--- src/include/resp_dispatch_defs.svh ---
// ------------------------------------------------
// Response dispatcher parameters
// ------------------------------------------------

`ifndef RESP_DISPATCH_DEFS_SVH
`define RESP_DISPATCH_DEFS_SVH

// Number of requestor ports (2 to 8)
`define RESP_NUM_REQUESTOR 4

// Payload word and echoed request tag
`define RESP_DATA_WIDTH 32
`define RESP_TAG_WIDTH 8

// Queue depth, must be a power of two
`define RESP_FIFO_DEPTH 16

// Fill level that raises prog_full
`define RESP_PROG_THRESH 12

// Queue init window after reset
`define RESP_SETUP_CYCLES 8

`endif

--- src/logic/resp_dispatch_pkg.sv ---
// ------------------------------------------------
// Response dispatcher types
// ------------------------------------------------

`include "resp_dispatch_defs.svh"

package resp_dispatch_pkg;

// ------------------------------------------------
// Packet layout
// ------------------------------------------------

// Routing info echoed from the request
typedef struct packed {
  logic [`RESP_NUM_REQUESTOR-1:0] mask;
  logic [`RESP_TAG_WIDTH-1:0]     tag;
} resp_meta_t;

typedef struct packed {
  resp_meta_t                  meta;
  logic [`RESP_DATA_WIDTH-1:0] data;
} resp_payload_t;

typedef struct packed {
  logic          valid;
  resp_payload_t payload;
} resp_packet_t;

// ------------------------------------------------
// Queue status and control state
// ------------------------------------------------

typedef struct packed {
  logic full;
  logic prog_full;
  logic empty;
} resp_fifo_status_t;

typedef enum logic [0:0] {
  ST_SETUP = 1'b0,
  ST_RUN   = 1'b1
} dispatch_state_e;

// Status seen while the queue is held in reset
localparam resp_fifo_status_t RESP_STATUS_RESET = '{
  full:      1'b0,
  prog_full: 1'b0,
  empty:     1'b1
};

// True when every port named in mask can take the packet
function automatic logic resp_mask_ready(
  input logic [`RESP_NUM_REQUESTOR-1:0] mask,
  input logic [`RESP_NUM_REQUESTOR-1:0] ready
);
  return ((mask & ready) == mask);
endfunction

endpackage : resp_dispatch_pkg

--- src/logic/resp_demux.sv ---
// ------------------------------------------------
// Multicast output demux
// ------------------------------------------------

`timescale 1ns/10ps

`include "resp_dispatch_defs.svh"

module resp_demux
  import resp_dispatch_pkg::*;
(
  input  logic         ap_clk,
  input  logic         areset_control,
  input  resp_packet_t head,
  input  logic         head_fire,
  output resp_packet_t response_out [`RESP_NUM_REQUESTOR-1:0]
);

logic                           head_valid_q;
resp_payload_t                  head_payload_q;
logic [`RESP_NUM_REQUESTOR-1:0] out_valid;
resp_payload_t                  out_payload;

// ------------------------------------------------
// Head register
// ------------------------------------------------
always_ff @(posedge ap_clk) begin
  if (areset_control) begin
    head_valid_q <= 1'b0;
  end else begin
    head_valid_q <= head_fire & head.valid;
  end
end

always_ff @(posedge ap_clk) begin
  if (head_fire) begin
    head_payload_q <= head.payload;
  end
end

// ------------------------------------------------
// Per-port outputs
// ------------------------------------------------

// Only the ports named in the mask see the strobe
always_ff @(posedge ap_clk) begin
  if (areset_control) begin
    out_valid <= '0;
  end else begin
    out_valid <= {`RESP_NUM_REQUESTOR{head_valid_q}} & head_payload_q.meta.mask;
  end
end

// One payload register shared by all ports
always_ff @(posedge ap_clk) begin
  if (head_valid_q) begin
    out_payload <= head_payload_q;
  end
end

for (genvar i = 0; i < `RESP_NUM_REQUESTOR; i++) begin : g_port
  assign response_out[i] = '{valid: out_valid[i], payload: out_payload};
end

endmodule : resp_demux

--- src/logic/resp_dispatch_control.sv ---
// ------------------------------------------------
// Dispatcher control and setup FSM
// ------------------------------------------------

`timescale 1ns/10ps

`include "resp_dispatch_defs.svh"

module resp_dispatch_control
  import resp_dispatch_pkg::*;
(
  input  logic                           ap_clk,
  input  logic                           areset_control,
  input  resp_packet_t                   response_in,
  input  logic [`RESP_NUM_REQUESTOR-1:0] requestor_ready,
  input  resp_packet_t                   fifo_head,
  input  resp_fifo_status_t              fifo_raw_status,
  output logic                           push,
  output resp_payload_t                  push_data,
  output logic                           pop,
  output logic                           head_fire,
  output resp_fifo_status_t              fifo_status,
  output logic                           setup_busy
);

localparam int SETUP_W = $clog2(`RESP_SETUP_CYCLES + 1);

localparam logic [SETUP_W-1:0] SETUP_LAST = SETUP_W'(`RESP_SETUP_CYCLES - 1);

dispatch_state_e                state;
logic [SETUP_W-1:0]             setup_count;
resp_packet_t                   response_in_q;
logic [`RESP_NUM_REQUESTOR-1:0] ready_q;
logic                           in_run;
logic                           head_addressed;
logic                           head_ready;

assign in_run = (state == ST_RUN);

// ------------------------------------------------
// Setup window
// ------------------------------------------------
always_ff @(posedge ap_clk) begin
  if (areset_control) begin
    state       <= ST_SETUP;
    setup_count <= '0;
    setup_busy  <= 1'b1;
  end else begin
    case (state)
      ST_SETUP: begin
        if (setup_count == SETUP_LAST) begin
          state      <= ST_RUN;
          setup_busy <= 1'b0;
        end else begin
          setup_count <= setup_count + 1'b1;
        end
      end
      // Stays here until the next reset
      ST_RUN: begin
        state <= ST_RUN;
      end
      default: begin
        state <= ST_SETUP;
      end
    endcase
  end
end

// ------------------------------------------------
// Input and ready registers
// ------------------------------------------------

// Strobes seen during setup never enter the queue
always_ff @(posedge ap_clk) begin
  if (areset_control) begin
    response_in_q.valid <= 1'b0;
    ready_q             <= '0;
  end else begin
    response_in_q.valid <= response_in.valid & in_run;
    ready_q             <= requestor_ready;
  end
end

always_ff @(posedge ap_clk) begin
  response_in_q.payload <= response_in.payload;
end

// Zero mask packets are dropped here
assign push = response_in_q.valid & (|response_in_q.payload.meta.mask)
            & in_run & ~fifo_raw_status.full;
assign push_data = response_in_q.payload;

// ------------------------------------------------
// Pop decision
// ------------------------------------------------

// Strict head-of-line order, all addressed ports must be ready
assign head_addressed = fifo_head.valid & (|fifo_head.payload.meta.mask);
assign head_ready     = resp_mask_ready(fifo_head.payload.meta.mask, ready_q);

assign pop       = in_run & head_addressed & head_ready;
assign head_fire = pop;

// Status lags the queue count by one cycle
always_ff @(posedge ap_clk) begin
  if (areset_control) begin
    fifo_status <= RESP_STATUS_RESET;
  end else begin
    fifo_status <= fifo_raw_status;
  end
end

endmodule : resp_dispatch_control

--- src/logic/resp_dispatch_top.sv ---
// ------------------------------------------------
// Memory response dispatcher
// ------------------------------------------------

`timescale 1ns/10ps

`include "resp_dispatch_defs.svh"

module resp_dispatch_top
  import resp_dispatch_pkg::*;
(
  input  logic                           ap_clk,
  input  logic                           areset_control,
  input  resp_packet_t                   response_in,
  input  logic [`RESP_NUM_REQUESTOR-1:0] requestor_ready,
  output resp_packet_t                   response_out [`RESP_NUM_REQUESTOR-1:0],
  output resp_fifo_status_t              fifo_status,
  output logic                           setup_busy
);

// Control to queue
logic          push;
resp_payload_t push_data;
logic          pop;
logic          head_fire;

// Queue to control and demux
resp_packet_t      fifo_head;
resp_fifo_status_t fifo_raw_status;

resp_dispatch_control u_control (
  .ap_clk          (ap_clk),
  .areset_control  (areset_control),
  .response_in     (response_in),
  .requestor_ready (requestor_ready),
  .fifo_head       (fifo_head),
  .fifo_raw_status (fifo_raw_status),
  .push            (push),
  .push_data       (push_data),
  .pop             (pop),
  .head_fire       (head_fire),
  .fifo_status     (fifo_status),
  .setup_busy      (setup_busy)
);

resp_sync_fifo #(
  .DEPTH       (`RESP_FIFO_DEPTH),
  .PROG_THRESH (`RESP_PROG_THRESH)
) u_fifo (
  .ap_clk         (ap_clk),
  .areset_control (areset_control),
  .push           (push),
  .push_data      (push_data),
  .pop            (pop),
  .head           (fifo_head),
  .raw_status     (fifo_raw_status)
);

resp_demux u_demux (
  .ap_clk         (ap_clk),
  .areset_control (areset_control),
  .head           (fifo_head),
  .head_fire      (head_fire),
  .response_out   (response_out)
);

endmodule : resp_dispatch_top

--- src/logic/resp_sync_fifo.sv ---
// ------------------------------------------------
// First-word-fall-through packet queue
// ------------------------------------------------

`timescale 1ns/10ps

`include "resp_dispatch_defs.svh"

module resp_sync_fifo
  import resp_dispatch_pkg::*;
#(
  parameter int DEPTH       = `RESP_FIFO_DEPTH,
  parameter int PROG_THRESH = `RESP_PROG_THRESH
) (
  input  logic              ap_clk,
  input  logic              areset_control,
  input  logic              push,
  input  resp_payload_t     push_data,
  input  logic              pop,
  output resp_packet_t      head,
  output resp_fifo_status_t raw_status
);

localparam int ADDR_W  = $clog2(DEPTH);
localparam int COUNT_W = ADDR_W + 1;

localparam logic [COUNT_W-1:0] COUNT_FULL = COUNT_W'(DEPTH);
localparam logic [COUNT_W-1:0] COUNT_PROG = COUNT_W'(PROG_THRESH);

// ------------------------------------------------
// Storage and pointers
// ------------------------------------------------
resp_payload_t      mem [DEPTH-1:0];
logic [ADDR_W-1:0]  wr_ptr;
logic [ADDR_W-1:0]  rd_ptr;
logic [COUNT_W-1:0] count;

logic full_int;
logic empty_int;
logic wr_en;
logic rd_en;

assign full_int  = (count == COUNT_FULL);
assign empty_int = (count == '0);

// Guard against overflow and underflow
assign wr_en = push & ~full_int;
assign rd_en = pop & ~empty_int;

always_ff @(posedge ap_clk) begin
  if (areset_control) begin
    wr_ptr <= '0;
    rd_ptr <= '0;
  end else begin
    if (wr_en) begin
      wr_ptr <= wr_ptr + 1'b1;
    end
    if (rd_en) begin
      rd_ptr <= rd_ptr + 1'b1;
    end
  end
end

// Occupancy, simultaneous push and pop leave it unchanged
always_ff @(posedge ap_clk) begin
  if (areset_control) begin
    count <= '0;
  end else begin
    case ({wr_en, rd_en})
      2'b10: begin
        count <= count + 1'b1;
      end
      2'b01: begin
        count <= count - 1'b1;
      end
      default: begin
        count <= count;
      end
    endcase
  end
end

always_ff @(posedge ap_clk) begin
  if (wr_en) begin
    mem[wr_ptr] <= push_data;
  end
end

// ------------------------------------------------
// Head and status
// ------------------------------------------------

// Oldest entry shows without a read request
assign head.valid   = ~empty_int;
assign head.payload = mem[rd_ptr];

assign raw_status.full      = full_int;
assign raw_status.prog_full = (count >= COUNT_PROG);
assign raw_status.empty     = empty_int;

endmodule : resp_sync_fifo

--- config.mk ---
export PLATFORM = sky130hd
export DESIGN_NAME = resp_dispatch_top
export DESIGN_NICKNAME = d
export VERILOG_FILES = /design/src/logic/resp_dispatch_pkg.sv /design/src/logic/resp_demux.sv /design/src/logic/resp_dispatch_control.sv /design/src/logic/resp_dispatch_top.sv /design/src/logic/resp_sync_fifo.sv
export VERILOG_INCLUDE_DIRS = /design/src /design/src/include
export SDC_FILE = /design/constraint.sdc
export NUM_CORES = 1
export LEC_CHECK = 0
export ABC_AREA = 1
export BUFFER_PORTS_ARGS = -buffer_cell sky130_fd_sc_hd__buf_2
export CORE_MARGIN = 3
export CORE_UTILIZATION = 54
export DETAILED_ROUTE_END_ITERATION = 16
export PLACE_DENSITY = 0.73
export SLEW_MARGIN = 0
export SYNTH_ARGS = -nofsm -noshare
export SYNTH_HDL_FRONTEND = slang
export SYNTH_HIERARCHICAL = 1
export SYNTH_SLANG_ARGS = --single-unit
--- constraint.sdc ---
create_clock -name ap_clk -period 5.7 [get_ports ap_clk]
set_input_delay 0.57 -clock ap_clk [delete_from_list [all_inputs] [get_ports ap_clk]]
set_output_delay 0.57 -clock ap_clk [all_outputs]
set_load 0.01 [all_outputs]
==> qor.csv, run 1 <==
metric,value,unit
outcome,completed,
clk_pin_slew,60,ps
synth-edff-count,792,
synth.distinct_cells,35,
die_y,259,um
postSynth.asyncResetShare,0,
p_total,12.7,mW
path_max_fanout,67,
clk_latency,640,ps
portBuffers,234,
vdd_drop_max,0.210,mV
p_per_area,334,nW/um2
crit_family,simple AND/OR/NAND/NOR gates,
drc,0,
drt_iter0_drc,1638,
finalCriticalPeriod,3860,ps
rows,92,
hold_path.class,in2reg,
rsz0062_at_grt,no,
slowest_delay,650,ps
antenna_found_initial,1,
cts_resized,0,
crit_cells,21,
root_buffer,clkbuf_16,
drv_cap,0,
overflow,0,
yosysMostFrequentCell,edfxtp_1,
leakage,12.9,nW
slowest_stage,buf_4,
first_pass_iters,5,
grt.total_usage,0.215,
gp_congestion,0.832,
setup_violations,0,
wl,73000,um
skew,30.1,ps
syn_avg_cell_area,14.5,um2
end_kind,register,
r2r_cells,21,
vias,19100,
top_layer_used,met4,
cts_setup_buffers,0,
hold_viol,0,
core_area,63300,um2
pre_cts_ws,2000,ps
vias_per_cell,5.68,
post-route-period-util,0.677,
grt_pass1_wl,110000,um
ys_top_cells_by_area,"edfxtp_1 (69%), mux2i_1 (5.1%), dfxtp_1 (4.6%)",
ys.flop_type,edfxtp_1,
worst_path_most_repeated_cell,nand2_1,
synth_nets,2450,
first_global_vias,18600,
dpl.hpwl,36800,um
dieArea,67300,um2
wl_met2,36800,um
syn_area,34700,um2
cts_tree,yes,
cts_buffers,87,
start_util,0.548,
cts.sinks,872,
routed-wl-met3,4560,um
crit_type,reg2reg,
crit_buf_inv,5,
crit_chain,buf_4 -> a21oi_1 -> o21ai_0 -> o21ai_1 -> o211ai_1 -> nand2_1 -> inv_1 -> o21ai_0 -> nor3_4 -> nand2_2 -> inv_2 -> ha_1 -> xor2_1 -> ha_1 -> inv_1 -> nand2_1 -> nand2_1 -> nand3_1 -> nand3_1 -> nand2_1 -> inv_1,
slew_violations,0,
synth-seq-area-share,0.732,
wire_per_inst,21.7,um
hold-path-cell-count,1,
grt_max_degree,181,
slew_headroom,0.313,
ctsHoldBuffers,4,
required,6210,ps
area_growth,9.66,%
h-tree-depth,3,
synth_area_leader_cell,edfxtp_1,
ys_top_cells_by_count,"edfxtp_1 (792), inv_1 (218), o21ai_0 (191)",
setup_slack,1840,ps
wl_met1,29300,um
arrival,4370,ps
cts_buffer_depth,3,
worst_slew_pin_slew,1030,ps
synth_seq_cells,872,
ios,235,
yosysWarnings,6,
fin_tns_setup,0,ps
die_x,259,um
antenna_cells,0,
worstSetupStartpointType,register,
clock.fmax,0.259,GHz
drive_above_1_share,0.174,
synth_cells,2390,
netlist.area_leader.share,0.686,
drt.antenna.violating_nets,0,
fin_nets,2504,
==> per-stage QoR <==
step                hold WS [ps]  cells  area (um2)   util
floorplan                    400   2390       34700      -
global placement             404   3197       35100  0.555
detailed placement           405   3197       35100  0.555
CTS                         4.24   3363       38000  0.601
global route                16.8   3363       38000  0.601
finish                      40.1   3363       38000  0.601
==> layout make-up <==
class | count | area [um2]
Inverter | 222 | 836
Clock inverter | 37 | 359
Tap cell | 846 | 1060
Clock buffer | 125 | 2500
Sequential cell | 872 | 25400
Timing Repair Buffer | 274 | 1490
Fill cell | 4700 | 25300
Multi-Input combinational cell | 987 | 6390
==> cells in the final DEF, fill, tap and decap left out, types with 5 or more instances in the layout <==
master	n
nor2_4	16
clkinv_2	14
mux2i_1	176
inv_2	5
clkbuf_8	10
o211ai_1	176
nand2_1	77
inv_1	216
o21ai_0	191
clkinv_1	11
dfxtp_1	75
edfxtp_1	792
nor2_1	31
o21ai_1	15
a21oi_1	181
nor3b_1	8
nand3_1	75
clkbuf_1	24
clkbuf_16	91
bufinv_16	6
nand2_2	5
buf_4	35
ha_1	9
buf_2	234
==> cells by family (layout without fill, tap and decap cells) <==
kind of cell,Yosys count,count (layout),synth area share
xor gates and xnor gates,5,5,0.00126
muxes,176,176,0.0508
DFF,872,872,0.732
and+or+nand+nor,228,228,0.0298
adders and majority gates,9,9,0.00325
AOI/OAI and AO/OA,569,569,0.0953
buffers and inverters,531,658,0.0878
==> registers in the layout (all words and copies together) (netlist names), named ones only <==
| name | count |
|---|---|
| u_demux/head_payload_q | 44 |
| u_control/setup_busy | 1 |
| u_control/ready_q | 4 |
| u_control/setup_count | 4 |
| u_control/in_run | 1 |
| u_control/push_data | 44 |
| u_demux/head_valid_q | 1 |
| u_fifo/count | 5 |
| u_control/fifo_status | 3 |
| u_fifo/mem | 704 |
| u_demux/response_out | 44 |
| u_demux/out_valid | 4 |
| u_fifo/wr_ptr | 4 |
| u_fifo/rd_ptr | 4 |
| u_control/response_in_q | 1 |
==> power breakdown <==
| group | switching [mW] | leakage [nW] | internal, mW | total (mW) |
|---|---|---|---|---|
| logic | 0.0168 | 3.68 | 0.0175 | 0.0343 |
| clock network | 2.30 | 1.41 | 3.33 | 5.63 |
| registers | 0.0672 | 7.78 | 6.97 | 7.04 |
==> routing by layer <==
metal / global-route usage / up-vias
met5: 0 / -
met4: 0.0839 / 0
met3: 0.0311 / 160
met2: 0.368 / 716
met1: 0.279 / 9526
li1: - / 8702
==> path summary, 6_finish.rpt <==
path / start / end / slack, ps
worst max register to register: register / u_fifo/count[4]$_SDFFE_PP0P_ / 1840
worst min register to register: u_demux/head_payload_q[4]$_DFFE_PP_ / u_demux/response_out[4]$_DFFE_PP_ / 420
worst max-delay path: register / u_fifo/count[4]$_SDFFE_PP0P_ / 1840
worst min-delay path: response_in[1] / u_control/push_data[1]$_DFF_P_ / 40
(Power assumes the default switching activity.)
==> inputs of run 2 (changes only) <==
Settings changed: ABC_AREA 1 to 0.
Clock period 5.7 ns to 3.35 ns, I/O delays scaled along.
==> run 2 against run 1 <==
  * The run now ends with setup timing left
  * First-iteration DRC count down 19%
  * Register-to-register slack worse by 2100 ps
  * Total power rose by 72%
  * Final area down 0.56%
  * Sequential power up 70%
  * Area after synthesis fell by 5.3%
  * Final cell count down 21%
  * Sequential share of layout area grew 0.37 points
  * Critical path depth fell by 6
  * Wire length shrank 7.1%
  * Synthesized cell count down 34%
  * Utilization up 3.4 points
  * Critical path type unchanged
  * Highest routed layer unchanged
==> qor.csv, run 2 <==
metric,value,unit,change
finalNonFillerCells,2641,,-21%
outcome,"finished, violations left",,
synth.distinct_cells,52,,+49%
drive_above_1_share,0.367,,+0.194
finalCriticalPeriod,3620,ps,-240 ps
p_per_area,576,nW/um2,+73%
clock.fmax,0.276,GHz,+6.6%
hold_path.class,in2reg,,
rows,89,,-3.3%
drt_iter0_drc,1323,,-19%
largest-register,u_fifo/mem,,
post-route-util,0.635,,+0.0341
antenna_found_initial,1,,unchanged
p_seq_frac,0.549,,-0.005
nFillCells,3841,,-18%
vias_per_cell,5.87,,+3.3%
yosysMostFrequentCell,edfxtp_1,,
synth_area_leader_cell,edfxtp_1,,
internal_power,17.7,mW,+71%
fin_hold_ws,251,ps,+211 ps
crit_chain,buf_12 -> mux4_2 -> a22oi_2 -> nand2_2 -> a222oi_1 -> and4_4 -> o21ai_4 -> inv_2 -> ha_4 -> xor2_1 -> ha_2 -> inv_2 -> a21o_1 -> a221oi_2 -> mux2_4,,
first_pass_iters,7,,+2
clk_pin_slew,70,ps,about the same
ys_top_cells_by_area,"edfxtp_1 (72%), mux4_2 (12%), dfxtp_1 (4.9%)",,
skew,22.5,ps,-7.62 ps
area_growth,15.2,%,
start_util,0.551,,+0.00342
end_kind,register,,
drt.antenna.violating_nets,0,,unchanged
vdd_drop_max,0.425,mV,+100%
cts.sinks,872,,unchanged
dieArea,63800,um2,-5.2%
syn_area,32800,um2,-5.3%
first_global_vias,15800,,-15%
syn_avg_cell_area,20.8,um2,+43%
ys.flop_type,edfxtp_1,,
p_sw,4.13,mW,+73%
portBuffers,234,,unchanged
crit_type,reg2reg,,
ios,235,,unchanged
die_y,253,um,-2.6%
arrival,4140,ps,-230 ps
root_buffer,clkbuf_16,,
final_cell_mix,"edfxtp_1 (792), buf_2 (234), mux4_2 (176), clkbuf_16 (87), a22oi_1 (83)",,
worst_slew_pin_slew,1040,ps,+14.7 ps
pre_cts_ws,-272,ps,-2270 ps
path_max_fanout,7,,-90%
slew_violations,0,,unchanged
drv_cap,0,,unchanged
p_total,21.8,mW,+72%
leakage,12.5,nW,-2.6%
dpl.hpwl,34500,um,-6.1%
worstSetupStartpointType,register,,
synth_cells,1579,,-34%
required,3870,ps,-2340 ps
h-tree-depth,3,,unchanged
grt_max_degree,61,,-66%
wire_per_inst,25.7,um,+18%
grt.total_usage,0.215,,about the same
slew_headroom,0.305,,-0.00814
wl,67800,um,-7.1%
hp-start,areset_control,,
synth-seq-area-share,0.773,,+0.0411
rsz0062_at_grt,yes,,
r2r_end,u_fifo/count[4]$_SDFFE_PP0P_,,
hold_viol,0,,unchanged
dpl.cell_count,2405,,-25%
min_to,u_fifo/rd_ptr[2]$_SDFFE_PP0P_,,
die_x,253,um,-2.6%
r2r_cells,15,,-29%
swShare,0.190,,+0.00192
cts_buffers,86,,-1.1%
grt_pass1_wl,101000,um,-7.8%
synth-edff-count,792,,unchanged
synth_seq_cells,872,,unchanged
largest_register_ffs,704,,unchanged
cts_buffer_depth,3,,unchanged
drc,0,,unchanged
overflow,0,,unchanged
slowest_delay,510,ps,-140 ps
antenna_cells,0,,unchanged
gp_congestion,0.727,,-13%
worst_path_most_repeated_cell,inv_2,,
ys_top_cells_by_count,"edfxtp_1 (792), buf_4 (185), mux4_2 (176)",,
r2r_setup_slack,-270,ps,-2110 ps
vias,15500,,-19%
synth_nets,1639,,-33%
postSynth.asyncResetShare,0,,unchanged
fin_nets,1854,,-26%
post-route-period-util,1.08,,+0.404
hold-path-cell-count,2,,+1
clk_latency,630,ps,about the same
p_comb_frac,0.005,,+0.002
violations,setup timing,,
clock_power_share,0.446,,+0.003
setup_violations,8,,+8
setup_slack,-272,ps,-2110 ps
cts_tree,yes,,
netlist.area_leader.share,0.724,,+0.0385
final_common_cell,edfxtp_1,,
yosysWarnings,6,,unchanged
core_area,59600,um2,-5.9%
slowest_stage,mux4_2,,
## run 2: cell count changes in the layout (fill, tap and decap cells not counted), moves of 83 or more
cell / delta
a21oi_1: -179
a22oi_1: +83
o21ai_0: -189
mux4_2: +176
o211ai_1: -175
inv_1: -207
mux2i_1: -172
## run 2: how the worst max path moves through the flow
stage	end	slack, ps
finish	u_fifo/count[4]$_SDFFE_PP0P_	-270
global route	u_fifo/count[4]$_SDFFE_PP0P_	-460
CTS	u_fifo/count[4]$_SDFFE_PP0P_	-130
detailed placement	u_fifo/count[4]$_SDFFE_PP0P_	-270
global placement	u_fifo/count[4]$_SDFFE_PP0P_	-220
floorplan	u_fifo/count[4]$_SDFFE_PP0P_	-810
## run 2: per-stage QoR
step	setup TNS (ps)	instance area, um2
detailed placement	-2170	34100
floorplan	-13140	33100
global placement	-926	34100
finish	-714	37800
global route	-1800	37800
CTS	-201	37800
## run 2: area by class of cell
cell class | count | area (um2) | area share
flip-flops and latches | 872 | 25400 | 0.671
clock inverters | 45 | 505 | 0.0134
well taps | 773 | 967 | 0.0256
inverters | 11 | 41.3 | 0.00109
multi-input cells | 448 | 5990 | 0.158
repair buffers | 375 | 2540 | 0.0670
clock buffers | 117 | 2390 | 0.0632
## run 2: kinds of logic (layout without fill, tap and decap cells)
group / count (synthesis) / count (layout) / synth area share
xor+xnor: 8 / 8 / 0.00213
fa+ha+maj: 9 / 9 / 0.00343
flops: 872 / 872 / 0.773
simple gates: 138 / 138 / 0.0202
buf+inv: 259 / 548 / 0.0524
compound gates: 111 / 111 / 0.0265
mux: 182 / 182 / 0.123
## run 2: per-layer routing
layer  up-vias  GRT usage  routed length [um]  share of wire
met5         -          0                   0              0
met4         0     0.0580                1500          0.022
met1      8067      0.309               27500           0.41
met3       110     0.0433                5230          0.077
li1       6620          -                   -              -
met2       699      0.343               33500           0.49
## run 2: what timing repair did
item	in CTS	in global routing
endpoints found under the setup margin	31	11
hold buffers	49	0
gates resized for setup	13	9
pin swaps	7	7
buffers inserted	22	3
hold endpoints to repair	49	0
## run 2: power by group through the flow
| stage | logic, mW | registers (mW) | clock network, mW |
|---|---|---|---|
| after floorplan | 0.116 | 12.1 | 0 |
| after global placement | 0.0688 | 12.2 | 0 |
| after detailed placement | 0.0705 | 12.2 | 0 |
| after CTS | 0.115 | 12.0 | 9.94 |
| after global routing | 0.126 | 12.0 | 10.3 |
| final | 0.114 | 12.0 | 9.73 |
## run 2: worst max-delay path: cells and delay by family (launching register included)
kind / cells / cell delay, ps
AO/OA/AOI/OAI: 5 / 1060
XOR/XNOR: 1 / 170
adder cells (fa/ha/maj): 2 / 350
buffers and inverters: 3 / 250
flip-flops: 1 / 410
multiplexers: 2 / 830
AND/OR/NAND/NOR: 2 / 400
==> inputs of run 3 (changes only) <==
Settings changed: ABC_AREA 0 to 1.
==> run 3 against run 2 <==
  * The flow now finishes without violations
  * Hold slack got worse by 28 ps
  * Via count rose by 25%
  * Sequential share of layout area fell by 1.8 points
  * Clock power fell by 0.9%
  * Die area rose by 5.5%
  * Setup slack improved by 520 ps
  * Fmax rose by 17%
  * Count of clock-buffer cells in the layout rose by 4
  * Largest cell class unchanged
==> qor.csv, run 3 (same netlist as run 1, synthesis figures left out) <==
metric,value,unit,change
outcome,completed,,
drt_iter0_drc,1879,,+42%
wire_per_inst,21.7,um,-16%
finalCriticalPeriod,3100,ps,-524 ps
r2r_cells,20,,+5
drv_cap,0,,unchanged
ios,235,,unchanged
nFillCells,4619,,+20%
vias_per_cell,5.66,,-3.5%
clock.fmax,0.323,GHz,+17%
cts.sinks,872,,unchanged
arrival,3620,ps,-520 ps
drc,0,,unchanged
clk_pin_slew,70,ps,about the same
hold_path.class,in2reg,,
dpl.hpwl,39100,um,+13%
die_x,259,um,+2.7%
seq_area,25400,um2,about the same
setup_violations,0,,-8
clk_latency,640,ps,about the same
first_global_vias,19200,,+22%
fin_nets,2568,,+39%
final_common_cell,edfxtp_1,,
overflow,0,,unchanged
wl,74300,um,+9.6%
antenna_cells,0,,unchanged
crit_type,reg2reg,,
drt.antenna.violating_nets,0,,unchanged
dpl.cell_count,3211,,+34%
finalNonFillerCells,3426,,+30%
largest_register_ffs,704,,unchanged
hold-path-cell-count,2,,unchanged
pre_cts_ws,124,ps,+396 ps
cts_buffer_depth,3,,unchanged
slew_violations,0,,unchanged
cts_buffers,88,,+2.3%
root_buffer,clkbuf_16,,
gp_congestion,0.792,,+8.9%
first_pass_iters,5,,-2
h-tree-depth,3,,unchanged
path_max_fanout,23,,+16
p_per_area,559,nW/um2,-3.0%
drive_above_1_share,0.181,,-0.186
grt_pass1_wl,112000,um,+11%
largest-register,u_fifo/mem,,
vias,19400,,+25%
worstSetupStartpointType,register,,
slew_headroom,0.0999,,-0.205
multi_input_area,6450,um2,+7.6%
cts_tree,yes,,
vdd_drop_max,0.405,mV,-4.5%
die_y,259,um,+2.7%
post-route-period-util,0.925,,-0.156
post-route-util,0.614,,-0.0213
skew,27.1,ps,+4.62 ps
grt_max_degree,250,,+310%
core_area,63300,um2,+6.3%
hold_viol,0,,unchanged
leakage,13.2,nW,+5.4%
area_growth,12.0,%,
fin_tns_setup,0,ps,+714 ps
final_cell_mix,"edfxtp_1 (792), buf_2 (234), inv_1 (216), o21ai_0 (189), a21oi_1 (180)",,
p_total,21.7,mW,-0.38%
start_util,0.548,,-0.00342
grt.total_usage,0.218,,+0.00304
setup_slack,252,ps,+524 ps
dieArea,67300,um2,+5.5%
rsz0062_at_grt,no,,
rows,92,,+3.4%
antenna_found_initial,0,,-1
portBuffers,234,,unchanged
required,3880,ps,about the same
worst_slew_pin_slew,1350,ps,+307 ps
end_kind,register,,
-- run 3: changes by cell type in the layout (fill, tap and decap cells not counted), moves of 8 or more --
cell      change
a21oi_1     +178
a22oi_1      -83
buf_4        -31
inv_1       +207
mux2i_1     +172
mux4_2      -176
nand2_1      +24
nand3_1      +74
nor2b_1       -8
o211ai_1    +175
o21ai_0     +187
o21ai_1      +17
-- run 3: power by group --
part           internal [mW]  switching, mW  total [mW]
clock                   5.64           4.00        9.64
sequential              11.9          0.106        12.0
combinational         0.0670         0.0466       0.114
-- run 3: path summary, 6_finish.rpt --
kind	start	to	slack, ps
worst max-delay path	register	u_fifo/count[4]$_SDFFE_PP0P_	250
worst min register to register	u_demux/head_payload_q[21]$_DFFE_PP_	u_demux/response_out[21]$_DFFE_PP_	410
worst min-delay path	areset_control	u_control/ready_q[0]$_SDFF_PP0_	220
worst max register to register	register	u_fifo/count[4]$_SDFFE_PP0P_	250
-- run 3: routing by layer --
layer	share of wire	track usage	vias up
met3	0.074	0.0356	148
met1	0.39	0.287	9592
met5	0	0	-
met2	0.51	0.374	834
li1	-	-	8832
met4	0.023	0.0701	0
-- run 3: timing repair --
| item | 4_1_cts | 5_1_grt |
|---|---|---|
| hold buffers | 49 | 0 |
| resized for setup | 0 | 1 |
| endpoints found under the hold margin | 49 | 0 |
| setup buffers | 0 | 4 |
| endpoints found under the setup margin | 0 | 3 |
-- run 3: critical path, cell delays in order (launching register included) --
cell      delay, ps
dfxtp_4         550
inv_6           140
o211ai_1        220
o211ai_1        130
nand2_1         110
inv_1            50
nand3_1          90
nand3_2          80
nor3_4          260
nand2_4         110
inv_4           120
ha_4            190
xor2_2          180
ha_2            200
inv_1            40
nand2_1          90
nand2_1          90
nand3_1         120
nand3_1         100
nand2_1          70
inv_1            40
-- run 3: cell type report --
type | count | share of cell area
tap | 846 | 0.0272
multi-input combinational | 987 | 0.166
sequential | 872 | 0.654
clock inverter | 41 | 0.0105
inverter | 222 | 0.0216
timing repair buffer | 337 | 0.0574
clock buffer | 121 | 0.0635
-- run 3: through the flow --
stage               area (um2)  hold WS [ps]
floorplan                34800           363
global placement         35400           404
global route             38800           253
finish                   38800           224
detailed placement       35400           405
CTS                      38800           206
